[config.mk]
export PLATFORM = sky130hd
export DESIGN_NAME = layer7_read_sequencer
export DESIGN_NICKNAME = d
export VERILOG_FILES = /design/src/hdl/layer7_fc_pkg.sv /design/src/hdl/counter_cnn.sv /design/src/hdl/layer7_read_sequencer.sv
export SDC_FILE = /design/constraint.sdc
export NUM_CORES = 1
export LEC_CHECK = 0
export BUFFER_PORTS_ARGS = -buffer_cell sky130_fd_sc_hd__buf_2
export CORE_AREA = 2 2 106 108
export CTS_CLUSTER_SIZE = 40
export DETAILED_ROUTE_END_ITERATION = 6
export DIE_AREA = 0 0 108 110
export HOLD_SLACK_MARGIN = 0.08
export PLACE_DENSITY = 0.7
export SYNTH_ARGS = -nofsm -noshare
export SYNTH_HDL_FRONTEND = slang
export SYNTH_SLANG_ARGS = --single-unit
export TNS_END_PERCENT = 20
[constraint.sdc]
create_clock -name clk -period 1.7 [get_ports clk]
set_clock_uncertainty 0.1 [all_clocks]
set_input_delay 0.085 -clock clk [delete_from_list [all_inputs] [get_ports clk]]
set_output_delay 0.085 -clock clk [all_outputs]
set_load 0.03 [all_outputs]
[src/hdl/layer7_fc_pkg.sv]
package layer7_fc_pkg;

	// Lane and word geometry of the weight SRAM
	localparam int weight_w = 16;	// One signed weight or activation
	localparam int lanes = 8;	// Lanes per word
	localparam int word_w = 128;	// SRAM word, lanes * weight_w
	localparam int addr_w = 6;	// 64 words deep

	// Counter used for read and write word addresses
	localparam int cnt_w = 16;

	// Layer 7 shape: 2 neurons x 200 weights
	localparam int row_words = 25;	// Words per neuron, also port A offset
	localparam int weight_words = 50;	// Write counter wraps after this many

	// Datapath growth
	localparam int prod_w = 32;	// 16 x 16 signed product
	localparam int sum_w = 35;	// Eight products summed, 3 extra bits
	localparam int acc_w = 40;	// 25 partial sums, with headroom

endpackage

[src/hdl/counter_cnn.sv]
`timescale 1ns/1ps

module counter_cnn (
	input  logic                           clk,
	input  logic                           rst,
	input  logic                           clear,	// Back to zero, wins over keep
	input  logic                           keep,	// Hold current value
	output logic [layer7_fc_pkg::cnt_w-1:0] count
);

	always_ff @(posedge clk or posedge rst)
	begin
		if (rst)
		begin
			count <= '0;
		end
		else if (clear)
		begin
			count <= '0;	// Wrap point set by caller
		end
		else if (!keep)
		begin
			count <= count + 1'b1;	// Advance one word
		end
	end

endmodule

[src/hdl/layer7_read_sequencer.sv]
`timescale 1ns/1ps

module layer7_read_sequencer (
	input  logic                            clk,
	input  logic                            rst,
	input  logic                            act_valid,	// One strobe per act word
	input  logic [layer7_fc_pkg::word_w-1:0] act_data,
	output logic                            read_weight_signal,
	output logic [layer7_fc_pkg::cnt_w-1:0]  read_addr,	// Word index 0..24
	output logic [layer7_fc_pkg::word_w-1:0] act_word,	// Lines up with SRAM data
	output logic                            word_valid,
	output logic                            word_last
);

	import layer7_fc_pkg::*;

	logic last;	// 25th word of the vector

	assign last = act_valid && (read_addr == cnt_w'(row_words - 1));
	assign read_weight_signal = act_valid;	// Read in the same cycle

	// Word index within the vector
	counter_cnn u_read_count (
		.clk   (clk),
		.rst   (rst),
		.clear (last),	// Next vector starts at 0
		.keep  (!act_valid),
		.count (read_addr)
	);

	// SRAM output is one edge late, delay act side to match
	always_ff @(posedge clk)
	begin
		act_word <= act_data;
	end

	always_ff @(posedge clk or posedge rst)
	begin
		if (rst)
		begin
			word_valid <= 1'b0;
			word_last <= 1'b0;
		end
		else
		begin
			word_valid <= act_valid;
			word_last <= last;
		end
	end

endmodule

==> impl_results.md, run 1 <==
* Synthesized area at between 0.003 and 0.004 mm2
* Status: aborted with a tool error
* CTS max path bufs at 2
* Syn. warnings at 0
* I/O Buffers at 277
* Synth unique cells at 22
* Xor/xnor cell area share of the yosys netlist at 3.61%
* Syn Area/Cell at 16.7 um2
* Placed insts at 620
* Die Y at roughly 110 um
* Exit stage: clock tree synthesis
* Synth Area in Adders at less than 1%
* CTS H-Tree Depth at 4
* Simple-gate share of the synthesized area at under 10%
* Synth area leader: dfxtp_1
* Pre-CTS WS at 120 ps
* Cells after Synth at just over 200
* Synth area leaders: dfxtp_1 75%, dfrtp_1 13%, xor2_1 2.3%, xnor2_1 1.3%, nor2_1 0.99%
* Synth top area share at between 70% and 80%
* Post-synthesis mux area share at less than 1%
* Number of buffers added for setup after CTS at 0
* Post-CTS sizing at 0
* Root Buffer: clkbuf_8
* Top FF cell, synth: dfxtp_1
* # IOs at roughly 280
* Initial Util at 31.8%
* DPL Wire Length at approximately 7500 um
* Error msg: [ERROR RSZ-0060] Max buffer count reached.
* Most instantiated cells after synthesis: 128 x dfxtp_1, 18 x dfrtp_1, 9 x nor2_1, 9 x xor2_1, 7 x nand2_1
* GPL Wtd Cong at 0.760
* Clock net sink count at roughly 150
* EDFF count, synth at 0
* Syn nets at around 340
* Synth async-reset ratio at 12.3%
* #FFs+latches synth at around 150
* CTS Hold Bufs at 131
* Floorplan row count at 38
* CTS buffer count at 17
* Synth Area in Compound Gates at 0%
* Main combinational cell family by area after synthesis: simple AND/OR/NAND/NOR gates
* Most common cell in the synthesized netlist: dfxtp_1
* Die W at 108 um
* Sequential share of the synthesized area at just under 90%
-- cells by family after synthesis --
group         after synthesis
xor+xnor                   14
fa+ha+maj                   2
buf+inv                     6
flops                     146
mux                         2
simple gates               34
-- stage by stage --
stage | cell area, um2 | util [%]
detailed placement | 4960 | 46.4
global placement | 4960 | 46.4
floorplan | 3400 | -
==> run 2, diff against run 1 <==
--- a/config.mk
+++ b/config.mk
@@ -6,12 +6,10 @@
 export NUM_CORES = 1
 export LEC_CHECK = 0
 export BUFFER_PORTS_ARGS = -buffer_cell sky130_fd_sc_hd__buf_2
-export CORE_AREA = 2 2 106 108
-export CTS_CLUSTER_SIZE = 40
+export CORE_MARGIN = 2
+export CORE_UTILIZATION = 30
 export DETAILED_ROUTE_END_ITERATION = 6
-export DIE_AREA = 0 0 108 110
-export HOLD_SLACK_MARGIN = 0.08
-export PLACE_DENSITY = 0.7
+export PLACE_DENSITY_LB_ADDON = 0.15
 export SYNTH_ARGS = -nofsm -noshare
 export SYNTH_HDL_FRONTEND = slang
 export SYNTH_SLANG_ARGS = --single-unit
==> constraint.sdc (replaced) <==
create_clock -name clk -period 2.2 [get_ports clk]
set_clock_uncertainty 0.1 [all_clocks]
set_input_delay 0.11 -clock clk [delete_from_list [all_inputs] [get_ports clk]]
set_output_delay 0.11 -clock clk [all_outputs]
set_load 0.03 [all_outputs]
==> run 2 against run 1 <==
Net effect:
- the flow now finishes without violations
- synthesized area stayed put
- synthesized cell count stayed put
==> impl_results.md, run 2 <==
* CTS H-Tree Depth at 4 (unchanged)
* Sequential share of the synthesized area at 88.6% (unchanged)
* # IOs at 278 (unchanged)
* Die Area at ~0.012 mm2
* Largest regs: act_word x128, u_read_count.count x16
* Syn. warnings at 0 (unchanged)
* Most frequent cells in the layout: 277 x buf_2, 130 x dlygate4sd3_1, 128 x dfxtp_1
* Max Cap Violations at 0
* Hold slack at ~220 ps
* Core box area at ~0.011 mm2
* Initial drt markers at 90
* I/O Buffers at 277 (unchanged)
* Status: finished, final reports clean (was aborted with a tool error)
* Crit path max fanout at 6
* Crit path kind: flip-flop to flip-flop
* GPL Wtd Cong at 0.801 (was 0.760)
* Post-CTS sizing at 0 (unchanged)
* GR Overflow Total at 0
* Slew margin rel. at between 50% and 60%
* Synth area leader: dfxtp_1 (unchanged)
* Most common cell in the synthesized netlist: dfxtp_1 (unchanged)
* Clock net sink count at 146 (unchanged)
* Root Buffer: clkbuf_16 (was clkbuf_8)
* Most instantiated cells after synthesis: 128 x dfxtp_1, 18 x dfrtp_1, 9 x nor2_1, 9 x xor2_1, 7 x nand2_1 (unchanged)
* CTS buffer count at 17 (unchanged)
* Worst R2R Setup Slack at 500 ps
* Die W at 110 um (was 108 um)
* Critical Path AT at about 1900 ps
* VDD IR max at roughly 0.00068 V
* Max FFs per register at approximately 130
* Routed wire length at 11,400 um
* Initial Util at 31.1% (was 31.8%)
* FF-to-FF Start: u_read_count.count[0]
* Vias at roughly 3,100
* Final ANT Viol Nets at 0
* Share of layout cells above drive strength 1 at about half
* Commonest non-fill, non-tap cell in the layout: buf_2
* Worst EP required at between 2000 and 2500 ps
* # nets final at around 760
* Most flop-heavy register: act_word
* # setup viols final at 0
* Total track usage at between 10% and 20%
* Worst-Margin Slew at a little under 700 ps
* Placed insts at 619 (was 620)
* Util after Layout at a little over three fifths
* Synthesized area at 0.00340 mm2 (unchanged)
* Final Hold Viols at 0
* Die Y at 110 um (about the same)
* Pwr dens at between 900 and 1000 mW/mm2
* Syn Area/Cell at 16.7 um2 (unchanged)
* Min Clock Period, post-route at roughly 1700 ps
* P&R area growth vs syn at 101%
* DPL Wire Length at 7360 um (was 7520 um)
* CP Launch Type: flip-flop
* Final TNS setup at 0 ps
* Top FF cell, synth: dfxtp_1 (unchanged)
* RSZ-0062 raised after global routing: false
* Via density at approximately 4.0
* Clk pin slew, worst setup/hold paths at 60 ps
* #FFs+latches synth at 146 (unchanged)
* Hold depth at 2
* Synth top area share at 75.4% (unchanged)
* Power consumption at ~6700 uW
* HP Class: input port to flip-flop
* First-pass GRT wire length at ~17,000 um
* Cells after Synth at 204 (unchanged)
* Critical Path End Type: flip-flop
* Pins Over Slew Limit at 0
* EDFF count, synth at 0 (unchanged)
* Hold path start: act_data[6]
* DRC at 0
* Leak pwr at between 0.003 and 0.004 uW
* Achievable Freq at roughly 590 MHz
* Drt first pass iters at 4
* Number of buffers added for setup after CTS at 0 (unchanged)
* CTS tree: done
* Reg2Reg Depth at 6
* Synth unique cells at 22 (unchanged)
* Vias in the first global route at about 3,400
* Critical Path Start: u_read_count.count[0]
* Skew-Pair Late Insertion Delay at 410 ps
* Synth async-reset ratio at 12.3% (unchanged)
* Period utilization at between 70% and 80%
* Antenna violations before repair at 1
* Largest net degree at the start of global routing at 19
* Final non-filler cell total at between 700 and 800
* CTS max path bufs at 2 (unchanged)
* Synth area leaders: dfxtp_1 75%, dfrtp_1 13%, xor2_1 2.3%, xnor2_1 1.3%, nor2_1 0.99% (unchanged)
* Syn nets at 337 (unchanged)
* Floorplan row count at 38 (unchanged)
* Mean routed wirelength per cell at around 15 um
* # fillers at 877
## run 2: stage by stage
stage	setup slack [ps]	area, um2
after global routing	389	6830
after detailed placement	483	4950
after global placement	553	4950
after CTS	478	6830
after floorplan	453	3400
final	498	6830
## run 2: worst paths after layout
kind,to
setup / recovery,u_read_count.count[0]
hold / removal,act_word[6]
setup reg to reg,u_read_count.count[0]
hold reg to reg,u_read_count.count[15]
max in group asynchronous,u_read_count.count[11]
min in group asynchronous,word_valid
## run 2: cell families after synthesis
kind of cell	synth area share (%)
DFF	88.6
and+or+nand+nor	5.67
xor gates and xnor gates	3.61
buffers and inverters	0.773
muxes	0.589
adders and majority gates	0.736
## run 2: critical path: stages (launching register included)
cell	delay, ps
dfrtp_1	410
inv_1	110
ha_1	150
nor4bb_1	250
and4_1	360
nand2b_1	140
mux2i_1	60
## run 2: layout make-up
| cell class | count | area [um2] | share of cell area, % |
|---|---|---|---|
| flip-flops and latches | 146 | 3010 | 44.1 |
| inverters | 4 | 15.0 | 0.220 |
| multi-input cells | 52 | 360 | 5.28 |
| repair buffers | 407 | 2690 | 39.3 |
| clock buffers | 24 | 534 | 7.82 |
| diodes | 1 | 2.50 | 0.0366 |
| well taps | 140 | 175 | 2.56 |
| clock inverters | 7 | 42.5 | 0.623 |
## run 2: layer usage
metal / track usage, % / wire length (um) / vias up / part of all wire [%]
met5: 0 / 0 / - / 0
met4: 10.8 / 446 / 0 / 3.9
met3: 8.07 / 925 / 30 / 8.1
met2: 35.1 / 6230 / 153 / 55
met1: 16.9 / 3810 / 1443 / 33
li1: - / - / 1503 / -
## run 2: power breakdown
group	internal, uW	leakage, uW	total [uW]	switching (uW)
registers	2830	0.00131	2940	110
clock network	1690	0.000289	2730	1050
logic	411	0.00183	1000	592
## run 2: timing repair
item	4_1_cts	5_1_grt
setup endpoints to repair	0	0
endpoints found under the hold margin	148	0
hold buffers	130	0
Note: power is estimated with default switching activity, not from simulation.
