===== src/hdl/layer7_fc_pkg.sv =====
package layer7_fc_pkg;

	// Lane and word geometry of the weight SRAM
	localparam int weight_w = 16;	// One signed weight or activation
	localparam int lanes = 8;	// Lanes per word
	localparam int word_w = 128;	// SRAM word, lanes * weight_w
	localparam int addr_w = 6;	// 64 words deep

	// Counter used for read and write word addresses
	localparam int cnt_w = 16;

	// Layer 7 shape: 2 neurons x 200 weights
	localparam int row_words = 25;	// Words per neuron, also port A offset
	localparam int weight_words = 50;	// Write counter wraps after this many

	// Datapath growth
	localparam int prod_w = 32;	// 16 x 16 signed product
	localparam int sum_w = 35;	// Eight products summed, 3 extra bits
	localparam int acc_w = 40;	// 25 partial sums, with headroom

endpackage


===== src/hdl/layer7_accumulator.sv =====
`timescale 1ns/1ps

module layer7_accumulator (
	input  logic                               clk,
	input  logic                               rst,
	input  logic signed [layer7_fc_pkg::sum_w-1:0] sum0,	// Partial sum, neuron 0
	input  logic signed [layer7_fc_pkg::sum_w-1:0] sum1,	// Partial sum, neuron 1
	input  logic                               sum_valid,
	input  logic                               sum_last,	// 25th partial sum
	output logic signed [layer7_fc_pkg::acc_w-1:0] result0,
	output logic signed [layer7_fc_pkg::acc_w-1:0] result1,
	output logic                               result_valid	// One cycle per vector
);

	import layer7_fc_pkg::*;

	logic signed [acc_w-1:0] acc0;	// Running totals
	logic signed [acc_w-1:0] acc1;
	logic signed [acc_w-1:0] base0;	// Zero on the first word
	logic signed [acc_w-1:0] base1;
	logic signed [acc_w-1:0] next0;
	logic signed [acc_w-1:0] next1;
	logic                    restart;	// Next valid sum opens a new vector

	always_comb
	begin
		base0 = restart ? '0 : acc0;
		base1 = restart ? '0 : acc1;
		next0 = base0 + acc_w'(sum0);
		next1 = base1 + acc_w'(sum1);
	end

	always_ff @(posedge clk or posedge rst)
	begin
		if (rst)
		begin
			acc0 <= '0;
			acc1 <= '0;
			restart <= 1'b1;	// First word after reset starts fresh
			result0 <= '0;
			result1 <= '0;
			result_valid <= 1'b0;
		end
		else
		begin
			result_valid <= sum_valid && sum_last;
			if (sum_valid)
			begin
				acc0 <= next0;
				acc1 <= next1;
				restart <= sum_last;
				if (sum_last)
				begin
					result0 <= next0;	// Held until next strobe
					result1 <= next1;
				end
			end
		end
	end

endmodule


===== config.mk =====
export PLATFORM = sky130hd
export DESIGN_NAME = layer7_accumulator
export DESIGN_NICKNAME = d
export VERILOG_FILES = /design/src/hdl/layer7_fc_pkg.sv /design/src/hdl/layer7_accumulator.sv
export SDC_FILE = /design/constraint.sdc
export NUM_CORES = 1
export LEC_CHECK = 0
export BUFFER_PORTS_ARGS = -buffer_cell sky130_fd_sc_hd__buf_2
export CORE_MARGIN = 2
export CORE_UTILIZATION = 45
export DETAILED_ROUTE_END_ITERATION = 8
export GPL_TIMING_DRIVEN = 0
export PLACE_DENSITY = 0.68
export REMOVE_ABC_BUFFERS = 1
export SLEW_MARGIN = 0
export SYNTH_ARGS = -nofsm -noshare
export SYNTH_HDL_FRONTEND = slang
export SYNTH_SLANG_ARGS = --single-unit

===== constraint.sdc =====
create_clock -name clk -period 4.8 [get_ports clk]
set_input_delay 0.72 -clock clk [delete_from_list [all_inputs] [get_ports clk]]
set_output_delay 0.72 -clock clk [all_outputs]
set_load 0.01 [all_outputs]

==> flow_summary.ini, run 1 <==
[status]
outcome = complete, no violations

[timing]
setup_viol = 0
rsz0062_at_grt = no
post-route-period-util_pct = 91.3
max_freq_mhz = 228
period_minus_slack_ns = 4.38
finClkSkew_ns = 0.0112
drv_slew = 0
worst_pin_slew_ns = 0.888
hold_violations = 0
maxSlewHeadroom_pct = 40.8
whs_ns = 0.349
setup_slack_ns = 0.419

[power_and_ir_drop]
power_frac_seq_pct = 30.3
ir_drop_v = 0.000293
pwr-share-clk_pct = 17.7
p_sw_w = 0.00309
cellLeakagePower_nw = 5.96
power_density_nw_per_um2 = 626
comb_power_share_pct = 51.9
swShare_pct = 39.6
power.internal_w = 0.00472

[clocking]
cts_resized = 0
worstSkewPairLatency_ns = 0.42
cts_buffers = 17
clkTransAtPathRegs_ns = 0.07
clock-root-buffer = clkbuf_16
clock_path_buffers = 2
cts_max_level = 4
postCtsHoldBufs = 0
clock-sinks = 162
cts_tree = yes

[cells_and_area]
layout.nets = 1446
fillers = 2190
drive_gt1_share_pct = 23.2
areaGrowthSynthToFinish_pct = 15.6
antenna_cells = 0

[synthesis]
synth_top_area_share_pct = 37.4
synth_top_cells_by_area = dfrtp_1 37%, mux2_2 10%, ha_1 9.1%
ys_seq_area_share_pct = 37.6
synth_area_um2 = 10800
ys_types = 64
synth-edff-count = 0
synth_largest_area_cell = dfrtp_1
yosysWarnings = 0
postSynthCellCount = 1166
async_flop_share_pct = 100
syn-mean-instance-area_um2 = 9.24
ys_seq_elements = 162
ys.flop_type = dfrtp_1

[global_routing]
grt_pass1_vias = 8547
track_usage_pct = 20.8
grt_first_pass_wirelength_mm = 43.2
grt_max_degree = 86
grt_overflow = 0
antenna_found_initial = 0

[routing]
wire_per_inst_um = 15.8
drc = 0
finalWirelength_mm = 25.6
via_per_inst = 5.43
vias = 8826
first_pass_iters = 5
ant_nets = 0
drtIter0Drc = 458

[floorplan]
start_util_pct = 45.9
fp-row-count = 56
core_um2 = 23500
ios = 155
die-area_um2 = 25200
dieHeight_um = 159
die_w_um = 159

[place]
gp_congestion = 0.849
port_buffers = 154
hpwl_mm = 18.2
post-place-ws_ns = 0.0868

[run]
maxCapViolCount = 0

[setup_path]
cp-start-kind = register
arrival_ns = 4.69
end_kind = register
critical_path_required_ns = 5.11
cp_max_fo = 42
crit_type = register to register

[hold_path]
min_path_type = input port to async pin
final timing paths:
check	slack (ns)	cells past startpoint	startpoint	to
worst max-delay path	0.42	12	restart$_DFFE_PP1P_	result0[36]$_DFFE_PP0P_
worst min register to register	0.47	2	result1[31]$_DFFE_PP0P_	result1[31]$_DFFE_PP0P_
max in group asynchronous	3.62	3	rst	restart$_DFFE_PP1P_
worst min-delay path	0.35	2	rst	result_valid$_DFF_PP0_
worst max register to register	0.42	12	restart$_DFFE_PP1P_	result0[36]$_DFFE_PP0P_
min in group clk	0.47	2	result1[31]$_DFFE_PP0P_	result1[31]$_DFFE_PP0P_
sequential cells by signal, summed over array words and instances, names as in the netlist:
register / flops
acc0: 40
acc1: 40
restart: 1
result0: 40
result1: 40
result_valid: 1
power groups by stage:
stage | Combinational [W] | Sequential (W) | Clock [W]
floorplan | 0.00287 | 0.00250 | 0
global placement | 0.00396 | 0.00238 | 0
detailed placement | 0.00403 | 0.00240 | 0
CTS | 0.00405 | 0.00239 | 0.00141
global route | 0.00455 | 0.00246 | 0.00147
finish | 0.00406 | 0.00237 | 0.00138
cells by family (layout without fill, tap and decap cells):
group / Yosys count / after routing / synth area share [%]
compound gates: 274 / 274 / 16.7
xor+xnor: 68 / 68 / 5.53
fa+ha+maj: 80 / 80 / 9.43
buf+inv: 76 / 215 / 2.65
flops: 162 / 162 / 37.6
mux: 98 / 98 / 10.2
simple gates: 408 / 408 / 17.9
through the flow:
step | std cells | setup TNS [ns] | total power [W] | area, um2 | util (%)
CTS | 1623 | 0 | 0.00785 | 12400 | 53.0
detailed placement | 1591 | 0 | 0.00644 | 11900 | 50.5
finish | 1624 | 0 | 0.00781 | 12500 | 53.1
global placement | 1588 | -643.48 | 0.00634 | 11800 | 50.1
global route | 1624 | 0 | 0.00849 | 12500 | 53.1
floorplan | 1115 | -47.49 | 0.00536 | 10600 | -
cell usage in the layout (no fill, tap or decap), types with 4 or more instances in the layout:
cell type  netlist  layout
a211oi_1        14      14
inv_1           24      22
o21bai_1        14      14
o211ai_1         9       9
o31ai_1          5       5
nor2b_1         85      85
a21oi_1         77      77
buf_2            0     153
a31oi_1         10      10
xor2_1          20      20
and3_1           9       9
o21a_1          10      10
dfrtp_1        161     161
mux2_2          96      96
nand3_1         24      24
xnor2_1         48      48
nand4_1         15      15
nand2b_1         8       8
ha_1            78      78
o21ai_1          5       5
o31a_1           4       4
o221ai_1         4       4
a21o_1          40      40
o21ai_0         51      51
nor2_1          40      40
and2_1           4       4
clkbuf_16        0      17
nor3_1           9       9
nand2_1        201     200
synthesized netlist by cell type (3+ instances only):
| cell | number |
|---|---|
| clkbuf_1 | 48 |
| xor2_1 | 20 |
| o31a_1 | 4 |
| xnor2_1 | 48 |
| a21o_1 | 40 |
| and4_1 | 3 |
| nor3_1 | 9 |
| nor2_1 | 40 |
| and3_1 | 9 |
| a2111oi_0 | 3 |
| nand3_1 | 24 |
| o21a_1 | 10 |
| nand2b_1 | 8 |
| dfrtp_1 | 161 |
| a31o_2 | 3 |
| a31oi_1 | 10 |
| o21bai_1 | 14 |
| a21oi_1 | 77 |
| o221ai_1 | 4 |
| nand4_1 | 15 |
| o21ai_1 | 5 |
| o211ai_1 | 9 |
| ha_1 | 78 |
| and2_1 | 4 |
| inv_1 | 24 |
| o21ai_0 | 51 |
| mux2_2 | 96 |
| a221oi_1 | 3 |
| nor2b_1 | 85 |
| a211oi_1 | 14 |
| buf_1 | 3 |
| nand2_1 | 201 |
| o31ai_1 | 5 |
cell type report:
class	instances	area, um2	area share, %
flip-flops and latches	162	4060	32.6
multi-input cells	928	6450	51.7
well taps	319	399	3.20
inverters	25	104	0.833
clock buffers	20	457	3.66
repair buffers	158	868	6.97
clock inverters	12	133	1.06
timing repair:
item                       4_1_cts  5_1_grt
setup endpoints to repair        0        7
setup buffers                    0        1
hold endpoints to repair         0        0
routing by layer:
metal | part of all wire, % | vias to the layer above | GRT usage (%)
li1 | - | 4395 | -
met1 | 49 | 4212 | 29.2
met5 | 0 | - | 0
met2 | 45 | 196 | 33.4
met3 | 4.4 | 23 | 3.47
met4 | 1.2 | 0 | 5.05
worst max-delay path, cell delays in order (launching register included):
cell,delay (ns)
dfstp_4,0.92
nor2b_1,0.10
ha_1,0.25
fa_1,0.43
a211oi_1,0.40
o21ai_0,0.30
a31o_2,0.29
a221oi_1,0.30
o21ai_0,0.28
a31oi_1,0.37
o21a_1,0.22
xnor2_1,0.09
mux2_2,0.28
Note: power is estimated with default switching activity, not from simulation.
==> run 2, diff against run 1 <==
- CELL_PAD_IN_SITES_DETAIL_PLACEMENT: not set -> 0
- CELL_PAD_IN_SITES_GLOBAL_PLACEMENT: not set -> 1
- CORE_UTILIZATION: 45 -> 40
- PLACE_DENSITY: 0.68 -> not set
- PLACE_DENSITY_LB_ADDON: not set -> 0.1
==> flow_summary.ini, run 2 (synthesis gave the netlist of run 1 again) <==
[floorplan]
die-area_um2 = 28300
fp-row-count = 60
core_um2 = 26700
start_util_pct = 40.3
die_w_um = 168
ios = 155
dieHeight_um = 168

[routing]
routed.top_layer = met5
first_pass_iters = 7
drtIter0Drc = 435
wire_per_inst_um = 16.5
wl_met2_mm = 12.4
finalWirelength_mm = 27.3
vias = 8656
met3_length_um = 836
via_per_inst = 5.25
ant_nets = 0
wl_met1_mm = 13.7
drc = 0

[power_and_ir_drop]
cellLeakagePower_nw = 5.99
total_power_w = 0.00791
ir_drop_v = 0.000258
power_density_nw_per_um2 = 631

[setup_path]
critical_path_required_ns = 5.12
cp-start-kind = register
slowest_delay_ns = 0.90
path_buf_inv = 0
path_cells = nor2b_1 > ha_1 > fa_1 > a211oi_1 > o21ai_0 > a31o_2 > a221oi_1 > o21ai_0 > a31oi_1 > o21a_1 > xnor2_1 > mux2_2
cp_max_fo = 35
slowest_stage = dfstp_4
crit_family = compound AO/OA/AOI/OAI gates
critPathMostFrequentCell = o21ai_0
end_kind = register
crit_type = register to register
arrival_ns = 4.74

[timing]
finClkSkew_ns = 0.0212
max_freq_mhz = 226
hold_violations = 0
worst_pin_slew_ns = 0.846
setup_slack_ns = 0.370
post-route-period-util_pct = 92.3
period_minus_slack_ns = 4.43
rsz0062_at_grt = no
setup_viol = 0
drv_slew = 0
maxSlewHeadroom_pct = 43.6

[cells_and_area]
final_util_pct = 46.9
layout.nets = 1446
final_cell_mix = 200 x nand2_1, 161 x dfrtp_1, 153 x buf_2
drive_gt1_share_pct = 23.4
fillers = 2700
final_area_um2 = 12500
areaGrowthSynthToFinish_pct = 16.3
layout_commonest_cell = nand2_1

[clocking]
cts_resized = 0
cts_tree = yes
clock_path_buffers = 2
postCtsHoldBufs = 0
cts_buffers = 17
clock-root-buffer = clkbuf_16
clkTransAtPathRegs_ns = 0.08
clock-sinks = 162
worstSkewPairLatency_ns = 0.44
post_cts_buffers = 0
cts_max_level = 4

[place]
hpwl_mm = 19.4
post-place-ws_ns = 0.278
gp_congestion = 0.805
place_area_um2 = 11900
port_buffers = 154

[global_routing]
antenna_found_initial = 4
grt_first_pass_wirelength_mm = 45.4
grt_max_degree = 83
grt_overflow = 0
grt_pass1_vias = 8697
track_usage_pct = 19.9

[status]
outcome = complete, no violations

[hold_path]
min_path_type = input port to async pin

[run]
maxCapViolCount = 0
-- run 2: through the flow --
step | hold WS [ns] | std cells | TNS (ns)
2_1_floorplan | 0.444 | 1115 | -47.49
3_3_place_gp | 0.449 | 1610 | -711.44
3_5_place_dp | 0.457 | 1614 | 0
4_1_cts | 0.358 | 1646 | 0
5_1_grt | 0.387 | 1647 | 0
6_report | 0.343 | 1648 | 0
-- run 2: where the power goes --
part / internal, W / switching (W)
sequential: 0.00204 / 0.000303
combinational: 0.00188 / 0.00222
clock: 0.000797 / 0.000663
total: 0.00472 / 0.00319
-- run 2: worst paths after layout --
| check | start | to | slack, ns | depth (start not counted) |
|---|---|---|---|---|
| max in group asynchronous | rst | acc0[35]$_DFFE_PP0P_ | 3.60 | 3 |
| min in group clk | result1[31]$_DFFE_PP0P_ | result1[31]$_DFFE_PP0P_ | 0.47 | 2 |
| worst min register to register | result1[31]$_DFFE_PP0P_ | result1[31]$_DFFE_PP0P_ | 0.47 | 2 |
| worst max register to register | restart$_DFFE_PP1P_ | acc0[36]$_DFFE_PP0P_ | 0.37 | 12 |
| worst min-delay path | rst | result0[0]$_DFFE_PP0P_ | 0.34 | 2 |
| worst max-delay path | restart$_DFFE_PP1P_ | acc0[36]$_DFFE_PP0P_ | 0.37 | 12 |
-- run 2: cell type report --
type | count | area, um2 | area share [%]
timing repair buffer | 158 | 876 | 6.99
tap | 341 | 427 | 3.40
antenna | 2 | 5.00 | 0.0399
multi-input combinational | 928 | 6450 | 51.5
clock buffer | 17 | 425 | 3.39
inverter | 25 | 104 | 0.828
sequential | 162 | 4060 | 32.4
clock inverter | 15 | 186 | 1.49
-- run 2: layer usage --
metal / track usage (%) / vias to the layer above
met3: 3.01 / 18
met5: 0 / -
li1: - / 4390
met1: 28.2 / 4115
met2: 31.9 / 129
met4: 5.10 / 4
-- run 2: worst reg2reg max path: cells and delay by family (launching register included) --
kind                     cells  cell delay [ns]
AO/OA/AOI/OAI                7             2.30
flip-flops                   1             0.90
adder cells (fa/ha/maj)      2             0.65
multiplexers                 1             0.27
AND/OR/NAND/NOR              1             0.10
XOR/XNOR                     1             0.09
==> run 3, diff against run 2 <==
- clock period: 4.8 -> 3.8 ns (I/O delays scaled with it)
==> flow_summary.ini, run 3 (synthesis gave the netlist of run 1 again) <==
[timing]
post-route-period-util_pct = 96.4
hold_violations = 0
setup_viol = 0
drv_slew = 0
worst_pin_slew_ns = 0.852
setup_slack_ns = 0.138
period_minus_slack_ns = 3.66
rsz0062_at_grt = yes
maxSlewHeadroom_pct = 43.2
whs_ns = 0.187
max_freq_mhz = 273
finClkSkew_ns = 0.0194
fin_tns_setup_ns = 0

[cells_and_area]
multi_input_area_um2 = 6650
final_cell_mix = 200 x nand2_1, 161 x dfrtp_1, 153 x buf_2
layout.nets = 1455
areaGrowthSynthToFinish_pct = 19.2
drive_gt1_share_pct = 25.6
layout_commonest_cell = nand2_1
final_util_pct = 48.1
fillers = 2677
register_area_um2 = 4060

[floorplan]
core_um2 = 26700
ios = 155
fp-row-count = 60
die-area_um2 = 28300
die_w_um = 168
start_util_pct = 40.3
dieHeight_um = 168

[setup_path]
crit_type = register to register
slowest_delay_ns = 0.71
timing.rr.end = result1[34]$_DFFE_PP0P_
end_kind = register
r2r_setup_slack_ns = 0.14
path_cells = buf_16 > nor2b_1 > ha_2 > nand4_1 > or2_1 > or4_4 > o221a_4 > a22oi_4 > a311oi_4 > o21bai_1 > xor2_1 > mux2_2
cp-start-kind = register
r2r_cells = 12
cp_max_fo = 24
cp-startpoint = restart$_DFFE_PP1P_
slowest_stage = dfstp_4
arrival_ns = 3.97
critical_path_required_ns = 4.11
r2r-start = restart$_DFFE_PP1P_

[routing]
via_per_inst = 5.25
wire_per_inst_um = 16.7
ant_nets = 0
drtIter0Drc = 403
vias = 8703
first_pass_iters = 4
drc = 0
finalWirelength_mm = 27.7

[place]
gp_congestion = 0.805
hpwl_mm = 19.4
port_buffers = 154
post-place-ws_ns = -0.722

[clocking]
clkTransAtPathRegs_ns = 0.08
clock_path_buffers = 2
worstSkewPairLatency_ns = 0.44
cts_max_level = 4
clock-root-buffer = clkbuf_16
clock-sinks = 162
postCtsHoldBufs = 0
cts_tree = yes
cts_buffers = 17

[global_routing]
track_usage_pct = 20.2
antenna_found_initial = 4
grt_max_degree = 83
grt_pass1_vias = 8756
grt_overflow = 0
grt_first_pass_wirelength_mm = 45.9

[power_and_ir_drop]
cellLeakagePower_nw = 6.10
ir_drop_v = 0.000327
power_density_nw_per_um2 = 794
total_power_w = 0.0102

[hold_path]
min_path_type = input port to async pin

[status]
outcome = complete, no violations

[run]
maxCapViolCount = 0
[run 3: cell type report]
class	instances	area share (%)
Antenna cell	2	0.0390
Timing Repair Buffer	167	7.70
Clock inverter	15	1.45
Sequential cell	162	31.6
Inverter	25	0.808
Tap cell	341	3.32
Clock buffer	17	3.31
Multi-Input combinational cell	928	51.8
[run 3: power by group]
group	leakage [nW]	internal (W)	switching, W
combinational	3.87	0.00246	0.00293
sequential	1.93	0.00258	0.000374
clock	0.297	0.00101	0.000839
[run 3: what timing repair did]
item / in CTS / in global routing
endpoints found under the setup margin: 67 / 34
cloned: 1 / 0
setup buffers: 6 / 2
pin swaps: 0 / 5
resized for setup: 18 / 22
[run 3: layer usage]
metal | GRT usage (%) | up-vias | part of all wire [%]
met4 | 5.10 | 4 | 0.84
met2 | 32.1 | 123 | 45
met5 | 0 | - | 0.079
met3 | 2.99 | 17 | 3.0
met1 | 28.9 | 4142 | 51
li1 | - | 4417 | -
[run 3: worst max-delay path: cells and delay by family, from the launching register on]
family | cells | cell delay (ns)
compound gates | 4 | 0.87
xor+xnor | 1 | 0.12
fa+ha+maj | 1 | 0.38
buf+inv | 1 | 0.20
flops | 1 | 0.71
mux | 1 | 0.29
simple gates | 4 | 0.96
[run 3: how the worst max path moves through the flow]
stage                                         end  slack [ns]  depth (start not counted)
after floorplan               acc0[0]$_DFFE_PP0P_       -1.14                          1
after global placement    result0[37]$_DFFE_PP0P_       -4.83                          7
after detailed placement     acc1[37]$_DFFE_PP0P_       -0.72                         12
after CTS                 result1[34]$_DFFE_PP0P_        0.01                         12
after global routing         acc1[37]$_DFFE_PP0P_       -0.05                         12
final                     result1[34]$_DFFE_PP0P_        0.14                         12
[run 3: stage by stage]
| stage | area (um2) | std cells |
|---|---|---|
| floorplan | 10600 | 1115 |
| global placement | 11800 | 1610 |
| detailed placement | 11900 | 1614 |
| CTS | 12700 | 1653 |
| global route | 12800 | 1656 |
| finish | 12800 | 1657 |
